$ cat src/rv_pkg.sv
package rv_pkg;

  localparam int xlen_w     = 32;
  localparam int reg_addr_w = 5;

  localparam logic [xlen_w-1:0] reset_pc = 32'h8000_0000;

  // opcodes of the supported subset
  localparam logic [6:0] op_imm    = 7'b001_0011;
  localparam logic [6:0] op_lui    = 7'b011_0111;
  localparam logic [6:0] op_auipc  = 7'b001_0111;
  localparam logic [6:0] op_jal    = 7'b110_1111;
  localparam logic [6:0] op_jalr   = 7'b110_0111;
  localparam logic [6:0] op_load   = 7'b000_0011;
  localparam logic [6:0] op_store  = 7'b010_0011;
  localparam logic [6:0] op_system = 7'b111_0011;

  // access size codes, shared by loads and stores
  localparam logic [2:0] f3_b  = 3'b000;
  localparam logic [2:0] f3_h  = 3'b001;
  localparam logic [2:0] f3_w  = 3'b010;
  localparam logic [2:0] f3_bu = 3'b100;
  localparam logic [2:0] f3_hu = 3'b101;

  // data bus sequencer states
  localparam logic [1:0] st_idle    = 2'd0;
  localparam logic [1:0] st_request = 2'd1;
  localparam logic [1:0] st_release = 2'd2;
  localparam logic [1:0] st_finish  = 2'd3;

  // one instruction word, viewed in each encoding format
  typedef union packed {
    struct packed {
      logic [11:0] imm;
      logic [4:0]  rs1;
      logic [2:0]  funct3;
      logic [4:0]  rd;
      logic [6:0]  opcode;
    } i;
    struct packed {
      logic [6:0]  imm_hi;
      logic [4:0]  rs2;
      logic [4:0]  rs1;
      logic [2:0]  funct3;
      logic [4:0]  imm_lo;
      logic [6:0]  opcode;
    } s;
    struct packed {
      logic [19:0] imm;
      logic [4:0]  rd;
      logic [6:0]  opcode;
    } u;
    struct packed {
      logic        imm_20;
      logic [9:0]  imm_10_1;
      logic        imm_11;
      logic [7:0]  imm_19_12;
      logic [4:0]  rd;
      logic [6:0]  opcode;
    } j;
  } inst_t;

endpackage

$ cat src/rv_ifs.sv
`timescale 1ns/100ps

// decoded instruction fields and operation flags
interface dec_if import rv_pkg::*; ();
  logic [reg_addr_w-1:0] rs1;
  logic [reg_addr_w-1:0] rs2;
  logic [reg_addr_w-1:0] rd;
  logic [xlen_w-1:0]     imm;
  logic [2:0]            funct3;
  logic is_addi, is_lui, is_auipc, is_jal, is_jalr;
  logic is_load, is_store, is_halt;

  modport decoder (output rs1, rs2, rd, imm, funct3, is_addi, is_lui, is_auipc,
                   is_jal, is_jalr, is_load, is_store, is_halt);
  modport regfile (input rs1, rs2);
  modport execute (input rd, imm, funct3, is_addi, is_lui, is_auipc, is_jal,
                   is_jalr, is_load, is_store, is_halt);
endinterface

// start/done handshake between execute and the load/store unit
interface lsu_if import rv_pkg::*; ();
  logic              start;
  logic              done;
  logic [xlen_w-1:0] addr;
  logic [xlen_w-1:0] wdata;
  logic [xlen_w-1:0] rdata;
  logic [2:0]        funct3;
  logic              is_store;

  modport execute (output start, addr, wdata, funct3, is_store,
                   input done, rdata);
  modport memory (input start, addr, wdata, funct3, is_store,
                  output done, rdata);
endinterface

$ cat src/rv_decode.sv
`timescale 1ns/100ps

module rv_decode import rv_pkg::*; (
  input inst_t   inst,
  dec_if.decoder dec
);

  logic [6:0]        opcode;
  logic [2:0]        funct3;
  logic [xlen_w-1:0] imm_i;
  logic [xlen_w-1:0] imm_s;
  logic [xlen_w-1:0] imm_u;
  logic [xlen_w-1:0] imm_j;

  assign opcode = inst.i.opcode; // same position in every format
  assign funct3 = inst.i.funct3;

  assign dec.rs1    = inst.i.rs1;
  assign dec.rs2    = inst.s.rs2;
  assign dec.rd     = inst.i.rd;
  assign dec.funct3 = funct3;

  // immediates, sign taken from bit 31
  assign imm_i = {{20{inst.i.imm[11]}}, inst.i.imm};
  assign imm_s = {{20{inst.s.imm_hi[6]}}, inst.s.imm_hi, inst.s.imm_lo};
  assign imm_u = {inst.u.imm, 12'h000}; // already in the upper bits
  assign imm_j = {{11{inst.j.imm_20}}, inst.j.imm_20, inst.j.imm_19_12,
                  inst.j.imm_11, inst.j.imm_10_1, 1'b0};

  always_comb begin
    case (opcode)
      op_store:         dec.imm = imm_s;
      op_lui, op_auipc: dec.imm = imm_u;
      op_jal:           dec.imm = imm_j;
      default:          dec.imm = imm_i; // addi, jalr, loads
    endcase
  end

  // one-hot flags, anything else stays a no-op
  assign dec.is_addi  = (opcode == op_imm) && (funct3 == 3'b000);
  assign dec.is_lui   = (opcode == op_lui);
  assign dec.is_auipc = (opcode == op_auipc);
  assign dec.is_jal   = (opcode == op_jal);
  assign dec.is_jalr  = (opcode == op_jalr);
  assign dec.is_load  = (opcode == op_load);
  assign dec.is_store = (opcode == op_store);

  // ebreak only, ecall falls through as a no-op
  assign dec.is_halt  = (opcode == op_system) && (funct3 == 3'b000) &&
                        (inst.i.imm == 12'h001);

endmodule

$ cat src/rv_regfile.sv
`timescale 1ns/100ps

module rv_regfile import rv_pkg::*; (
  input  logic                  clk,
  input  logic                  arst_n,
  dec_if.regfile                dec,
  input  logic                  rd_we,
  input  logic [reg_addr_w-1:0] rd_addr,
  input  logic [xlen_w-1:0]     rd_data,
  output logic [xlen_w-1:0]     rs1_data,
  output logic [xlen_w-1:0]     rs2_data
);

  logic [xlen_w-1:0] regs [1:31]; // x0 has no storage

  always_ff @(posedge clk or negedge arst_n) begin
    if (!arst_n) begin
      for (int i = 1; i < 32; i++) regs[i] <= '0;
    end else if (rd_we && (rd_addr != '0)) begin
      regs[rd_addr] <= rd_data;
    end
  end

  assign rs1_data = (dec.rs1 == '0) ? '0 : regs[dec.rs1];
  assign rs2_data = (dec.rs2 == '0) ? '0 : regs[dec.rs2];

endmodule

$ cat src/rv_exec.sv
`timescale 1ns/100ps

module rv_exec import rv_pkg::*; (
  input  logic                  clk,
  input  logic                  arst_n,
  dec_if.execute                dec,
  input  logic [xlen_w-1:0]     rs1_data,
  input  logic [xlen_w-1:0]     rs2_data,
  lsu_if.execute                lsu,
  output logic                  rd_we,
  output logic [reg_addr_w-1:0] rd_addr,
  output logic [xlen_w-1:0]     rd_data,
  output logic [xlen_w-1:0]     pc,
  output logic                  halt
);

  logic              mem_op;
  logic              done_q;  // keeps start low for one cycle after done
  logic              step;    // instruction retires at this edge
  logic [xlen_w-1:0] op_a;
  logic [xlen_w-1:0] sum;
  logic [xlen_w-1:0] pc_plus4;
  logic [xlen_w-1:0] pc_next;

  assign mem_op   = dec.is_load | dec.is_store;
  assign pc_plus4 = pc + 32'd4;

  // single adder for results, addresses and jump targets
  assign op_a = (dec.is_auipc | dec.is_jal) ? pc : rs1_data;
  assign sum  = op_a + dec.imm;

  assign step = !halt && !dec.is_halt && (!mem_op || lsu.done);

  always_comb begin
    if (dec.is_jal)       pc_next = sum;
    else if (dec.is_jalr) pc_next = {sum[xlen_w-1:1], 1'b0};
    else                  pc_next = pc_plus4;
  end

  // write-back
  assign rd_addr = dec.rd;
  assign rd_we   = step && (dec.is_addi | dec.is_lui | dec.is_auipc |
                            dec.is_jal | dec.is_jalr | dec.is_load);

  always_comb begin
    if (dec.is_lui)                    rd_data = dec.imm;
    else if (dec.is_jal | dec.is_jalr) rd_data = pc_plus4; // link
    else if (dec.is_load)              rd_data = lsu.rdata;
    else                               rd_data = sum;
  end

  // load/store request, fields stable while pc holds
  assign lsu.start    = mem_op && !halt && !done_q;
  assign lsu.addr     = sum;
  assign lsu.wdata    = rs2_data;
  assign lsu.funct3   = dec.funct3;
  assign lsu.is_store = dec.is_store;

  always_ff @(posedge clk or negedge arst_n) begin
    if (!arst_n) begin
      pc     <= reset_pc;
      halt   <= 1'b0;
      done_q <= 1'b0;
    end else begin
      done_q <= lsu.done;
      if (step) pc <= pc_next;
      if (!halt && dec.is_halt) halt <= 1'b1; // sticky until reset
    end
  end

endmodule

$ cat src/rv_lsu.sv
`timescale 1ns/100ps

module rv_lsu import rv_pkg::*; (
  input  logic              clk,
  input  logic              arst_n,
  lsu_if.memory             lsu,
  output logic              dmem_req,
  output logic              dmem_we,
  output logic [xlen_w-1:0] dmem_addr,
  output logic [xlen_w-1:0] dmem_wdata,
  output logic [3:0]        dmem_wmask,
  input  logic [xlen_w-1:0] dmem_rdata,
  input  logic              dmem_ack
);

  logic [1:0]        state;
  logic [xlen_w-1:0] rdata_q; // word captured while ack is high
  logic [1:0]        ofs;
  logic [3:0]        mask;
  logic [7:0]        lane_b;
  logic [15:0]       lane_h;

  assign ofs = lsu.addr[1:0];

  // four-phase sequencer
  always_ff @(posedge clk or negedge arst_n) begin
    if (!arst_n) begin
      state <= st_idle;
    end else begin
      case (state)
        st_idle:    if (lsu.start) state <= st_request;
        st_request: if (dmem_ack) state <= st_release;
        st_release: if (!dmem_ack) state <= st_finish;
        default:    state <= st_idle; // finish, done for one cycle
      endcase
    end
  end

  always_ff @(posedge clk) begin
    if ((state == st_request) && dmem_ack) rdata_q <= dmem_rdata;
  end

  assign dmem_req   = (state == st_request);
  assign dmem_we    = lsu.is_store;
  assign dmem_addr  = lsu.addr;
  assign dmem_wdata = lsu.wdata << {ofs, 3'b000}; // into the addressed lane
  assign dmem_wmask = lsu.is_store ? mask : 4'b0000;
  assign lsu.done   = (state == st_finish);

  // byte lanes, misaligned halves and words write nothing
  always_comb begin
    case (lsu.funct3)
      f3_b:    mask = 4'b0001 << ofs;
      f3_h:    mask = ofs[0] ? 4'b0000 : (4'b0011 << ofs);
      f3_w:    mask = (ofs == 2'b00) ? 4'b1111 : 4'b0000;
      default: mask = 4'b0000;
    endcase
  end

  assign lane_b = rdata_q[{ofs, 3'b000} +: 8];
  assign lane_h = ofs[1] ? rdata_q[31:16] : rdata_q[15:0];

  // lane extraction and extension
  always_comb begin
    case (lsu.funct3)
      f3_b:    lsu.rdata = {{24{lane_b[7]}}, lane_b};
      f3_bu:   lsu.rdata = {24'h000000, lane_b};
      f3_h:    lsu.rdata = ofs[0] ? '0 : {{16{lane_h[15]}}, lane_h};
      f3_hu:   lsu.rdata = ofs[0] ? '0 : {16'h0000, lane_h};
      f3_w:    lsu.rdata = (ofs == 2'b00) ? rdata_q : '0;
      default: lsu.rdata = '0;
    endcase
  end

endmodule

$ cat src/rv_core.sv
`timescale 1ns/100ps

module rv_core import rv_pkg::*; (
  input  logic              clk,
  input  logic              arst_n,
  input  inst_t             inst,
  output logic [xlen_w-1:0] pc,
  output logic              dmem_req,
  output logic              dmem_we,
  output logic [xlen_w-1:0] dmem_addr,
  output logic [xlen_w-1:0] dmem_wdata,
  output logic [3:0]        dmem_wmask,
  input  logic [xlen_w-1:0] dmem_rdata,
  input  logic              dmem_ack,
  output logic              halt
);

  logic                  rd_we;
  logic [reg_addr_w-1:0] rd_addr;
  logic [xlen_w-1:0]     rd_data;
  logic [xlen_w-1:0]     rs1_data;
  logic [xlen_w-1:0]     rs2_data;

  dec_if u_dec_if ();
  lsu_if u_lsu_if ();

  rv_decode u_decode (.inst(inst), .dec(u_dec_if.decoder));

  rv_regfile u_regfile (
    .clk(clk), .arst_n(arst_n), .dec(u_dec_if.regfile),
    .rd_we(rd_we), .rd_addr(rd_addr), .rd_data(rd_data),
    .rs1_data(rs1_data), .rs2_data(rs2_data)
  );

  rv_exec u_exec (
    .clk(clk), .arst_n(arst_n), .dec(u_dec_if.execute),
    .rs1_data(rs1_data), .rs2_data(rs2_data), .lsu(u_lsu_if.execute),
    .rd_we(rd_we), .rd_addr(rd_addr), .rd_data(rd_data), .pc(pc), .halt(halt)
  );

  rv_lsu u_lsu (
    .clk(clk), .arst_n(arst_n), .lsu(u_lsu_if.memory),
    .dmem_req(dmem_req), .dmem_we(dmem_we), .dmem_addr(dmem_addr),
    .dmem_wdata(dmem_wdata), .dmem_wmask(dmem_wmask),
    .dmem_rdata(dmem_rdata), .dmem_ack(dmem_ack)
  );

endmodule

$ cat config.mk
export PLATFORM = sky130hd
export DESIGN_NAME = rv_core
export DESIGN_NICKNAME = d
export VERILOG_FILES = /design/src/rv_pkg.sv /design/src/rv_ifs.sv /design/src/rv_decode.sv /design/src/rv_regfile.sv /design/src/rv_exec.sv /design/src/rv_lsu.sv /design/src/rv_core.sv
export SDC_FILE = /design/constraint.sdc
export NUM_CORES = 2
export LEC_CHECK = 0
export BUFFER_PORTS_ARGS = -buffer_cell sky130_fd_sc_hd__buf_2
export CORE_MARGIN = 10
export CORE_UTILIZATION = 48
export CTS_CLUSTER_SIZE = 12
export DETAILED_ROUTE_END_ITERATION = 8
export PLACE_DENSITY = 0.73
export SLEW_MARGIN = 20
export SYNTH_ARGS = -nofsm -noshare
export SYNTH_HDL_FRONTEND = slang
export SYNTH_SLANG_ARGS = --single-unit
$ cat constraint.sdc
create_clock -name clk -period 17.15 [get_ports clk]
set_input_delay 1.715 -clock clk [delete_from_list [all_inputs] [get_ports clk]]
set_output_delay 1.715 -clock clk [all_outputs]
set_load 0.01 [all_outputs]
==> impl_metrics.toml <==
[outcome]
outcome = "complete, no violations"

[cts]
worstSkewPairLatency_ps = 750
hold_buffers = 0
root_buffer = "clkbuf_16"
cts_resized = 0
clk_pin_slew_ps = 60
htreeDepth = 3
cts_tree = "done"
postCtsSetupBuffers = 0
cts_buffer_depth = 3
cts_buffers = 109
clock_sinks = 1060

[cells_and_area]
fin_nets = 5332
regArea_sq_um = 26690
nFillCells = 10433
layout-drive-gt1-share_pct = 24.50
multiInputGateArea_sq_um = 30880
syn_to_final_growth_pct = 9.364
fin_area_sq_um = 65060
utilization_pct = 52.69

[sta]
timing.hold.ws_ps = 494.0
fmax_mhz = 103.7
final.setup_skew_ps = 75.60
finalCriticalPeriod_ps = 9647
hold_viol = 0
fin_crit_sh_pct = 56.25
finalMaxSlewViolations = 0
setup_viol = 0
grt_setup_unrepaired = "false"
tns_ps = 0
max_slew_margin_pct = 15.29
tightest_slew_ps = 1271

[logic_synthesis]
synth_edf_count = 32
syn_nets = 5471
synthXorXnorAreaFrac_pct = 0.7614
ys_seq_elements = 1060
synth-compound-area-share_pct = 13.64
synth_cell_types = 91
ys_top_cells_by_count = "nand2_1, dfrtp_1, o21ai_0"
synth_top_area_share_pct = 43.20
yosysMostFrequentCell = "nand2_1"
synthArstFlopShare_pct = 96.98
synthAdderAreaFrac_pct = 0.8119
synth_top_area_cell = "dfrtp_1"
seq_area_frac_synth_pct = 44.86
synth-simple-area-share_pct = 9.614
synth-main-ff-cell = "dfrtp_1"
yosys-top-cells-area = "dfrtp_1, mux4_2, o21ai_0"
syn_area_per_cell_sq_um = 11.09
synth.area.mux_share_pct = 26.50
yosysWarningCount = 0
syn_inst = 5366
synth_top_family_by_area = "multiplexers"
synth_area_sq_um = 59490

[flow_run]
maxCapViolations = 0

[hold_path]
hold_class = "reg2reg"

[power_and_ir_drop]
ir_drop_mv = 0.08211
p_per_area_nw_per_um2 = 82.07
p_leak_uw = 0.02785

[floorplanning]
die_area_sq_um = 138400
io_pins = 170
die_w_microns = 372.0
die_h_microns = 372.0
num_rows = 129
design.core.area_sq_um = 123500
initial_core_util_pct = 48.18

[drt]
vias = 46710
first_pass_iters = 6
drtAntennaViolNets = 0
route.detailed.drc = 0
wl_microns = 197600
wl_per_cell_microns = 28.49
vias_per_cell = 6.732
dr.first_iter.drc_count = 6605

[grt]
overflow = 0
grt_max_degree = 165
grt_first_pass_wirelength_microns = 295500
grt_usage_pct = 28.25
first_global_vias = 45943
antenna_found_initial = 9

[setup_path]
crit_required_ps = 15430
worst-setup-path-type = "in2out"
cp-start-kind = "input pin"
critical_path_arrival_ps = 7930
end_kind = "output pin"
path_max_fanout = 106

[placement]
numPortBuffers = 169
gp_congestion = 0.9965
place_hpwl_microns = 121200
place_area_sq_um = 61600
## state kept, by name, summed over array words and instances (netlist names)
register,count
u_lsu.state,2
u_exec.halt,1
u_regfile.regs,992
u_lsu.rdata_q,32
u_exec.done_q,1
u_exec.pc,32
## kinds of logic after synthesis
kind of cell | count (synthesis)
flip-flops | 1060
buffers and inverters | 575
adder cells (fa/ha/maj) | 38
AO/OA/AOI/OAI | 1412
multiplexers | 838
AND/OR/NAND/NOR | 1393
XOR/XNOR | 50
## final cells by class
type	count	share of cell area (%)
repair buffers	289	2.871
well taps	1637	3.148
multi-input cells	3731	47.46
flip-flops and latches	1060	41.02
inverters	36	0.2116
clock inverters	24	0.4712
diodes	4	0.01539
clock buffers	157	4.797
## worst max-delay path, cell delays in order
cell and delay (ps):
buf_8 330, buf_12 570, buf_4 740, mux4_2 420, mux4_2 510, mux2i_1 470, o21ai_0 170, ha_1 450
a21oi_1 290, o21a_1 210, nor2_1 50, a2111oi_0 380, a21oi_1 140, o31ai_1 620, nand2_1 160, a21oi_1 260
xnor2_1 150, buf_2 150
## cells in the final DEF (no fill, tap or decap), types with 29 or more instances in the layout
master / instances
buf_2: 160
a22o_1: 54
xnor2_1: 32
mux4_2: 570
o21ai_0: 927
a21o_1: 33
nand2_1: 1000
mux2_2: 194
mux2i_1: 74
o31ai_1: 61
buf_4: 117
nand3_1: 39
dfrtp_1: 1027
edfxtp_1: 32
nor2_1: 153
clkbuf_16: 111
ha_1: 36
a21oi_1: 152
inv_1: 33
clkbuf_1: 29
## path summary, 6_finish.rpt
check,from,endpoint,slack [ps],cells past startpoint
worst min register to register,u_regfile.regs[446]$_DFFE_PN0P_,u_regfile.regs[446]$_DFFE_PN0P_,490,2
worst min-delay path,u_regfile.regs[446]$_DFFE_PN0P_,u_regfile.regs[446]$_DFFE_PN0P_,490,2
worst max register to register,u_regfile.regs[512]$_DFFE_PN0P_,u_regfile.regs[162]$_DFFE_PN0P_,10910,18
max in group asynchronous,arst_n,u_regfile.regs[289]$_DFFE_PN0P_,12270,5
worst max-delay path,inst[16],dmem_addr[30],7500,18
min in group asynchronous,arst_n,u_regfile.regs[274]$_DFFE_PN0P_,980,1
## layer usage
layer / vias up / GRT usage (%) / routed length [microns]
li1: 19446 / - / -
met1: 23524 / 37.01 / 72700
met2: 3022 / 42.73 / 87830
met3: 706 / 7.709 / 25010
met4: 12 / 15.21 / 12010
met5: - / 0 / 92
## per-stage QoR
| stage | power [uW] | instances | worst slack (ps) |
|---|---|---|---|
| global placement | 3036 | 6753 | 7568 |
| floorplan | 2849 | 5366 | 8855 |
| detailed placement | 3038 | 6753 | 7540 |
| CTS | 5352 | 6934 | 7544 |
| finish | 5339 | 6938 | 7503 |
| global route | 5481 | 6936 | 7108 |
## power breakdown
group | internal (uW) | leakage, uW | switching, uW
Combinational | 131 | 0.0115 | 323
Sequential | 2530 | 0.0146 | 16.6
Clock | 1300 | 0.00167 | 1040
Power figures use the tool's default switching activity.
